### config.mk
export PLATFORM = sky130hd
export DESIGN_NAME = tnoc_axi_master_adapter_flat
export DESIGN_NICKNAME = d
export VERILOG_FILES = /design/src/design/tnoc_pkg.sv /design/src/design/tnoc_flit_if.sv /design/src/design/tnoc_axi_master_adapter.sv /design/src/flat_wrapper.sv
export VERILOG_INCLUDE_DIRS = /design/src /design/src/design
export SDC_FILE = /design/constraint.sdc
export NUM_CORES = 1
export LEC_CHECK = 0
export ABC_CLOCK_PERIOD_IN_PS = 9030
export BUFFER_PORTS_ARGS = -buffer_cell sky130_fd_sc_hd__buf_4
export CAP_MARGIN = 30
export CORE_AREA = 2 2 127 129
export DETAILED_ROUTE_END_ITERATION = 10
export DIE_AREA = 0 0 129 131
export PLACE_DENSITY_LB_ADDON = 0.12
export SKIP_LAST_GASP = 1
export SLEW_MARGIN = 20
export SYNTH_ARGS = -nofsm -noshare
export SYNTH_HDL_FRONTEND = slang
export SYNTH_SLANG_ARGS = --single-unit
### constraint.sdc
create_clock -name i_clk -period 9.03 [get_ports i_clk]
set_input_delay 0.903 -clock i_clk [delete_from_list [all_inputs] [get_ports i_clk]]
set_output_delay 0.903 -clock i_clk [all_outputs]
set_load 0.1 [all_outputs]
### src/design/tnoc_defines.svh
`ifndef TNOC_DEFINES_SVH
`define TNOC_DEFINES_SVH

// AXI side widths
`define TNOC_ADDR_W   32
`define TNOC_DATA_W   32
`define TNOC_STRB_W   4
`define TNOC_ID_W     4

// Fabric side widths and sizes
`define TNOC_NODE_W   2
`define TNOC_TARGETS  2

`endif

### src/design/tnoc_pkg.sv
`include "tnoc_defines.svh"

package tnoc_pkg;

  typedef enum logic [1:0] {
    TNOC_RESP_OKAY   = 2'd0,
    TNOC_RESP_EXOKAY = 2'd1,
    TNOC_RESP_SLVERR = 2'd2,
    TNOC_RESP_DECERR = 2'd3
  } tnoc_resp_e;

  typedef struct packed {
    logic                    is_response;
    logic                    is_write;
    logic [`TNOC_NODE_W-1:0] dest_id;
    logic [`TNOC_NODE_W-1:0] src_id;
    logic [`TNOC_ID_W-1:0]   axi_id;
  } tnoc_header_t;

  typedef struct packed {
    logic [`TNOC_ADDR_W-1:0] address;
    logic [`TNOC_DATA_W-1:0] data;
    logic [`TNOC_STRB_W-1:0] strobe;
  } tnoc_req_payload_t;

  // Padded out to the request view width
  typedef struct packed {
    logic [`TNOC_DATA_W-1:0]              data;
    tnoc_resp_e                           resp;
    logic [`TNOC_ADDR_W+`TNOC_STRB_W-3:0] pad;
  } tnoc_rsp_payload_t;

  typedef union packed {
    tnoc_req_payload_t req;
    tnoc_rsp_payload_t rsp;
  } tnoc_payload_u;

  typedef struct packed {
    tnoc_header_t  header;
    tnoc_payload_u payload;
  } tnoc_flit_t;

endpackage

### src/design/tnoc_flit_if.sv
`timescale 1ns/1ps

interface tnoc_flit_if;
  import tnoc_pkg::*;

  logic       valid;
  logic       ready;
  tnoc_flit_t flit;

  modport sender (
    output valid,
    input  ready,
    output flit
  );

  modport receiver (
    input  valid,
    output ready,
    input  flit
  );
endinterface

### src/design/tnoc_axi_master_adapter.sv
`timescale 1ns/1ps
`include "tnoc_defines.svh"

module tnoc_axi_master_adapter #(
  parameter logic [`TNOC_NODE_W-1:0] NODE_ID = `TNOC_NODE_W'(1)
)(
  input  logic                    i_clk,
  input  logic                    i_arst_n,
  tnoc_flit_if.receiver           req_if,
  tnoc_flit_if.sender             rsp_if,
  output logic                    o_m_awvalid,
  input  logic                    i_m_awready,
  output logic [`TNOC_ID_W-1:0]   o_m_awid,
  output logic [`TNOC_ADDR_W-1:0] o_m_awaddr,
  output logic                    o_m_wvalid,
  input  logic                    i_m_wready,
  output logic [`TNOC_DATA_W-1:0] o_m_wdata,
  output logic [`TNOC_STRB_W-1:0] o_m_wstrb,
  input  logic                    i_m_bvalid,
  output logic                    o_m_bready,
  input  logic [`TNOC_ID_W-1:0]   i_m_bid,
  input  logic [1:0]              i_m_bresp,
  output logic                    o_m_arvalid,
  input  logic                    i_m_arready,
  output logic [`TNOC_ID_W-1:0]   o_m_arid,
  output logic [`TNOC_ADDR_W-1:0] o_m_araddr,
  input  logic                    i_m_rvalid,
  output logic                    o_m_rready,
  input  logic [`TNOC_ID_W-1:0]   i_m_rid,
  input  logic [`TNOC_DATA_W-1:0] i_m_rdata,
  input  logic [1:0]              i_m_rresp
);
  import tnoc_pkg::*;

  typedef enum logic [1:0] {
    ST_IDLE,
    ST_ISSUE,
    ST_WAIT,
    ST_SEND
  } state_e;

  state_e     state;
  tnoc_flit_t req_q;
  tnoc_flit_t rsp_q;
  logic       req_take;
  logic       issue_done;
  logic       b_take;
  logic       r_take;

  assign req_if.ready = (state == ST_IDLE);
  assign req_take     = req_if.valid && req_if.ready;

  // All address and data channels handshaken or never raised
  assign issue_done = (!o_m_awvalid || i_m_awready) && (!o_m_wvalid || i_m_wready) &&
                      (!o_m_arvalid || i_m_arready);

  assign o_m_bready = (state == ST_WAIT) && req_q.header.is_write;
  assign o_m_rready = (state == ST_WAIT) && !req_q.header.is_write;
  assign b_take     = i_m_bvalid && o_m_bready;
  assign r_take     = i_m_rvalid && o_m_rready;

  always_ff @(posedge i_clk or negedge i_arst_n) begin
    if (!i_arst_n) begin
      state       <= ST_IDLE;
      o_m_awvalid <= 1'b0;
      o_m_wvalid  <= 1'b0;
      o_m_arvalid <= 1'b0;
    end else begin
      case (state)
        ST_IDLE: begin
          if (req_take) begin
            state       <= ST_ISSUE;
            o_m_awvalid <= req_if.flit.header.is_write;
            o_m_wvalid  <= req_if.flit.header.is_write;
            o_m_arvalid <= !req_if.flit.header.is_write;
          end
        end
        ST_ISSUE: begin
          if (i_m_awready) begin
            o_m_awvalid <= 1'b0;
          end
          if (i_m_wready) begin
            o_m_wvalid <= 1'b0;
          end
          if (i_m_arready) begin
            o_m_arvalid <= 1'b0;
          end
          if (issue_done) begin
            state <= ST_WAIT;
          end
        end
        ST_WAIT: begin
          if (b_take || r_take) begin
            state <= ST_SEND;
          end
        end
        default: begin
          if (rsp_if.ready) begin
            state <= ST_IDLE;
          end
        end
      endcase
    end
  end

  always_ff @(posedge i_clk) begin
    if (req_take) begin
      req_q <= req_if.flit;
    end
    // Answer goes back to the node that sent the request
    if (b_take || r_take) begin
      rsp_q.header.is_response <= 1'b1;
      rsp_q.header.is_write    <= req_q.header.is_write;
      rsp_q.header.dest_id     <= req_q.header.src_id;
      rsp_q.header.src_id      <= NODE_ID;
      rsp_q.header.axi_id      <= b_take ? i_m_bid : i_m_rid;
      rsp_q.payload.rsp.data   <= b_take ? '0 : i_m_rdata;
      rsp_q.payload.rsp.resp   <= tnoc_resp_e'(b_take ? i_m_bresp : i_m_rresp);
      rsp_q.payload.rsp.pad    <= '0;
    end
  end

  assign o_m_awid   = req_q.header.axi_id;
  assign o_m_awaddr = req_q.payload.req.address;
  assign o_m_wdata  = req_q.payload.req.data;
  assign o_m_wstrb  = req_q.payload.req.strobe;
  assign o_m_arid   = req_q.header.axi_id;
  assign o_m_araddr = req_q.payload.req.address;

  assign rsp_if.valid = (state == ST_SEND);
  assign rsp_if.flit  = rsp_q;
endmodule

### src/flat_wrapper.sv
// flat-port wrapper written by rule: the top's interface ports become plain ports
module tnoc_axi_master_adapter_flat import tnoc_pkg::*;
#(
  parameter logic [`TNOC_NODE_W-1:0] NODE_ID = `TNOC_NODE_W'(1)
)
  (i_clk, i_arst_n, o_m_awvalid, i_m_awready, o_m_awid, o_m_awaddr, o_m_wvalid, i_m_wready, o_m_wdata, o_m_wstrb, i_m_bvalid, o_m_bready, i_m_bid, i_m_bresp, o_m_arvalid, i_m_arready, o_m_arid, o_m_araddr, i_m_rvalid, o_m_rready, i_m_rid, i_m_rdata, i_m_rresp, req_if_valid, req_if_ready, req_if_flit, rsp_if_valid, rsp_if_ready, rsp_if_flit);
  tnoc_flit_if req_if_i ();
  tnoc_flit_if rsp_if_i ();
  input  logic i_clk;
  input  logic i_arst_n;
  output logic o_m_awvalid;
  input  logic i_m_awready;
  output logic [`TNOC_ID_W-1:0] o_m_awid;
  output logic [`TNOC_ADDR_W-1:0] o_m_awaddr;
  output logic o_m_wvalid;
  input  logic i_m_wready;
  output logic [`TNOC_DATA_W-1:0] o_m_wdata;
  output logic [`TNOC_STRB_W-1:0] o_m_wstrb;
  input  logic i_m_bvalid;
  output logic o_m_bready;
  input  logic [`TNOC_ID_W-1:0] i_m_bid;
  input  logic [1:0] i_m_bresp;
  output logic o_m_arvalid;
  input  logic i_m_arready;
  output logic [`TNOC_ID_W-1:0] o_m_arid;
  output logic [`TNOC_ADDR_W-1:0] o_m_araddr;
  input  logic i_m_rvalid;
  output logic o_m_rready;
  input  logic [`TNOC_ID_W-1:0] i_m_rid;
  input  logic [`TNOC_DATA_W-1:0] i_m_rdata;
  input  logic [1:0] i_m_rresp;
  input wire logic [$bits(req_if_i.valid)-1:0] req_if_valid;
  output wire logic [$bits(req_if_i.ready)-1:0] req_if_ready;
  input wire logic [$bits(req_if_i.flit)-1:0] req_if_flit;
  output wire logic [$bits(rsp_if_i.valid)-1:0] rsp_if_valid;
  input wire logic [$bits(rsp_if_i.ready)-1:0] rsp_if_ready;
  output wire logic [$bits(rsp_if_i.flit)-1:0] rsp_if_flit;
  assign req_if_i.valid = req_if_valid;
  assign req_if_ready = req_if_i.ready;
  assign req_if_i.flit = req_if_flit;
  assign rsp_if_valid = rsp_if_i.valid;
  assign rsp_if_i.ready = rsp_if_ready;
  assign rsp_if_flit = rsp_if_i.flit;
  tnoc_axi_master_adapter #(.NODE_ID(NODE_ID)) u_core (.i_clk(i_clk), .i_arst_n(i_arst_n), .req_if(req_if_i), .rsp_if(rsp_if_i), .o_m_awvalid(o_m_awvalid), .i_m_awready(i_m_awready), .o_m_awid(o_m_awid), .o_m_awaddr(o_m_awaddr), .o_m_wvalid(o_m_wvalid), .i_m_wready(i_m_wready), .o_m_wdata(o_m_wdata), .o_m_wstrb(o_m_wstrb), .i_m_bvalid(i_m_bvalid), .o_m_bready(o_m_bready), .i_m_bid(i_m_bid), .i_m_bresp(i_m_bresp), .o_m_arvalid(o_m_arvalid), .i_m_arready(i_m_arready), .o_m_arid(o_m_arid), .o_m_araddr(o_m_araddr), .i_m_rvalid(i_m_rvalid), .o_m_rready(o_m_rready), .i_m_rid(i_m_rid), .i_m_rdata(i_m_rdata), .i_m_rresp(i_m_rresp));
endmodule
==> impl_summary.txt <==
----------------------------------------------------
[Status]
  Result of the run ... complete, no violations

[Global routing]
  Gr ovfl total ... 0
  Total Routing Usage GR ... between 10% and 20%
  First-pass GRT wire length ... 16,100 um
  Antenna violations before repair ... 1
  Largest net degree at the start of global routing ... 46
  Vias in the first global route ... 2,991

[Yosys]
  Post-synthesis average cell area ... 14.9 um2
  Part of the Yosys area used for sequential elements ... 68.1%
  Yosys warnings ... 0
  Area of the mapped netlist ... between 0.005 and 0.006 mm2
  Synth unique cells ... 26
  Number of instances in the synthesized netlist ... 356
  Flip-flop and latch count after synthesis ... 121

[CTS]
  Sinks on Clock Net ... about 120
  Maximum clock path buffer count ... 2
  CTS Buf Count ... 17
  Buffer cell driving the clock tree root ... clkbuf_16
  TritonCTS clock tree ... built
  Count of H-tree levels built during CTS ... 4
  Clock slew at the register clock pins of the worst setup and hold paths ... approximately 0.06 ns
  Buffers inserted during post-CTS setup optimization ... 0
  Latest clock arrival within the worst-skew pair ... approximately 0.4 ns
  Hold Buf Count CTS ... 0
  Post-CTS resize count ... 0

[Critical path]
  Endpoint of the most critical register-to-register path ... u_core.o_m_arid[3]
  Critical path startpoint category ... flip-flop
  Sequence of cells on the critical path ... inv_1, ha_1, nor2b_1, buf_4
  Delay contributed by the slowest stage of the critical path ... 0.42 ns
  CP arrival ... 1.70 ns
  Max stage delay cell, worst path ... dfrtp_1
  Type of the setup path with the least slack ... flip-flop to primary output
  Reg-to-reg setup timing slack ... 6.98 ns
  Critical path buffer and inverter count ... 2
  Worst Path Required ... 8.13 ns
  Worst reg2reg path depth ... 4
  Reg2reg start ... u_core.state[0]
  Maximum fanout count along the critical path ... 6
  CP Capture Type ... primary output
  Family with the most delay on the worst path ... buffers and inverters

[Floorplanning]
  Y dimension of the die ... 131 um
  Core region area ... 0.0156 mm2
  Initial core utilization ... 34.0%
  Die extent in x ... 129 um
  IO Count ... 324
  Number of rows created at floorplan ... 46
  Die footprint ... ~0.017 mm2

[STA]
  Worst clock skew ... ~0.0056 ns
  Min Clock Period, post-route ... ~2.6 ns
  Total of endpoints with negative setup slack in the final report ... 0
  Hold violation count in the final report ... 0
  Highest clock frequency the design can meet ... 384 MHz
  Final Hold Slack ... around 0.29 ns
  Final worst path period share ... 28.9%
  Summed negative setup slack over all endpoints ... 0 ns
  RSZ-0062 raised after global routing ... false
  Max-slew violation count ... 0

[Place]
  Placed Cells ... 742
  Placed wire-length estimate ... 8820 um
  Input/output buffers ... 283
  Final GP Congestion ... 0.707

[Pwr]
  Net switching fraction of the power ... 49.4%
  Portion of total power attributed to combinational logic ... 48.2%
  Sequential cell fraction of total power ... 28.2%
  Static Leakage ... 3.16 nW
  Clock network fraction of total power ... 23.7%
  Cell area power density ... 386 mW/mm2
  Worst IR drop on VDD ... 147 uV
  Post-layout total power ... 2.84 mW
  Internal Pwr Total ... 1.43 mW
  Switching pwr ... 1.40 mW

[Route]
  Number of vias per cell ... 3.93
  Routed wire length on met2 ... ~6000 um
  Number of nets with antenna violations after routing ... 0
  DR top layer ... met5
  Detailed Route Iter0 Violations ... 80
  Routed length on met3 ... roughly 1500 um
  Met1 wire length ... 4000 um
  Via count of the routed design ... just over 3k
  WL per Instance ... 15.1 um
  WL final ... between 10,000 and 15,000 um
  DRC Markers ... 0
  Number of detailed-routing iterations run before antenna repair ... 4

[Job]
  Max-capacitance violation count ... 0

[Worst hold path]
  Kind of path behind the tightest hold check ... primary input to asynchronous set/reset pin

[Cells and area]
  Layout net count ... about 680
  Most frequent standard cell in the layout excluding fill and tap cells ... buf_4
  Commonest cells after routing, fill and taps aside ... buf_4 (284), edfxtp_1 (116), conb_1 (37)
  Layout overhead on the synthesized area ... 38.8%
  Proportion of layout cells with a drive suffix above 1 ... approximately three fifths
  Diode count ... 0
  Number of non-filler instances in the completed layout ... 775

----------------------------------------------------
==> layout make-up <==
| class | count | area [um2] |
|---|---|---|
| fillers | 1419 | 8240 |
| clock buffers | 19 | 433 |
| inverters | 9 | 33.8 |
| repair buffers | 286 | 2170 |
| multi-input cells | 111 | 683 |
| clock inverters | 13 | 154 |
| flip-flops and latches | 121 | 3610 |
| well taps | 216 | 270 |
==> layer usage <==
metal  up-vias  global-route usage (%)
met5         -                       0
met1      1410                    12.9
li1       1421                       -
met3        20                    8.31
met2       190                    21.7
met4         2                    5.56
==> through the flow <==
| step | utilization, % | setup slack, ns | cell area [um2] |
|---|---|---|---|
| 4_1_cts | 47.0 | 6.39 | 7330 |
| 5_1_grt | 47.2 | 6.27 | 7350 |
| 3_5_place_dp | 43.3 | 6.41 | 6750 |
| 2_1_floorplan | - | 5.30 | 5430 |
| 6_report | 47.2 | 6.42 | 7350 |
| 3_3_place_gp | 43.1 | 6.43 | 6730 |
==> worst register-to-register path, stage by stage (launching register included) <==
cell and delay [ns]:
dfrtp_1 0.42, inv_1 0.10, ha_1 0.34, and2_4 0.51, buf_12 0.31
==> registers in the layout (all words and copies together) (netlist names) <==
name	cells
u_core.rsp_if.flit	41
u_core.o_m_araddr	32
u_core.o_m_wdata	32
u_core.o_m_arid	4
u_core.o_m_wstrb	4
u_core.req_q	3
u_core.state	2
u_core.o_m_arvalid	1
u_core.o_m_awvalid	1
u_core.o_m_wvalid	1
==> Yosys cell counts, drive strengths merged <==
cell type | number | share of area (%)
and2 | 34 | 4.0
a222oi | 1 | 0.19
nor2b | 2 | 0.24
mux2i | 4 | 0.76
buf | 147 | 21
dfrtp | 5 | 2.4
a221oi | 1 | 0.28
nor2 | 3 | 0.21
o21ai | 4 | 0.38
inv | 9 | 0.64
o211ai | 1 | 0.14
or2 | 1 | 0.12
ha | 4 | 0.94
nor4 | 1 | 0.12
mux2 | 7 | 1.5
a21o | 1 | 0.14
a21oi | 2 | 0.19
clkbuf | 3 | 0.21
edfxtp | 116 | 66
nand2 | 2 | 0.14
a22oi | 1 | 0.14
nand3 | 2 | 0.19
a2bb2oi | 1 | 0.17
conb | 2 | 0.14
a22o | 2 | 0.33
==> cells by family after synthesis <==
logic type,synth area share [%]
muxes,2.24
and+or+nand+nor,5.03
adders and majority gates,0.945
other,0.142
DFF,68.1
buffers and inverters,21.6
AOI/OAI and AO/OA,1.96
==> power by group through the flow <==
stage          logic, mW  registers [mW]  clock network, mW
2_1_floorplan      0.939            1.07                  0
3_3_place_gp        1.36           0.810                  0
3_5_place_dp        1.37           0.812                  0
4_1_cts             1.37           0.803              0.692
5_1_grt             1.41           0.811              0.715
6_report            1.37           0.799              0.671
==> how the worst max path moves through the flow <==
stage,from,endpoint,depth (start not counted)
after floorplan,u_core.state[0],u_core.o_m_araddr[0],3
after global placement,i_m_bvalid,u_core.rsp_if.flit[68],4
after detailed placement,i_m_bvalid,u_core.rsp_if.flit[50],4
after CTS,u_core.state[0],o_m_rready,4
after global routing,u_core.state[0],o_m_rready,4
final,u_core.state[0],o_m_rready,4
Note: power is estimated with default switching activity, not from simulation.
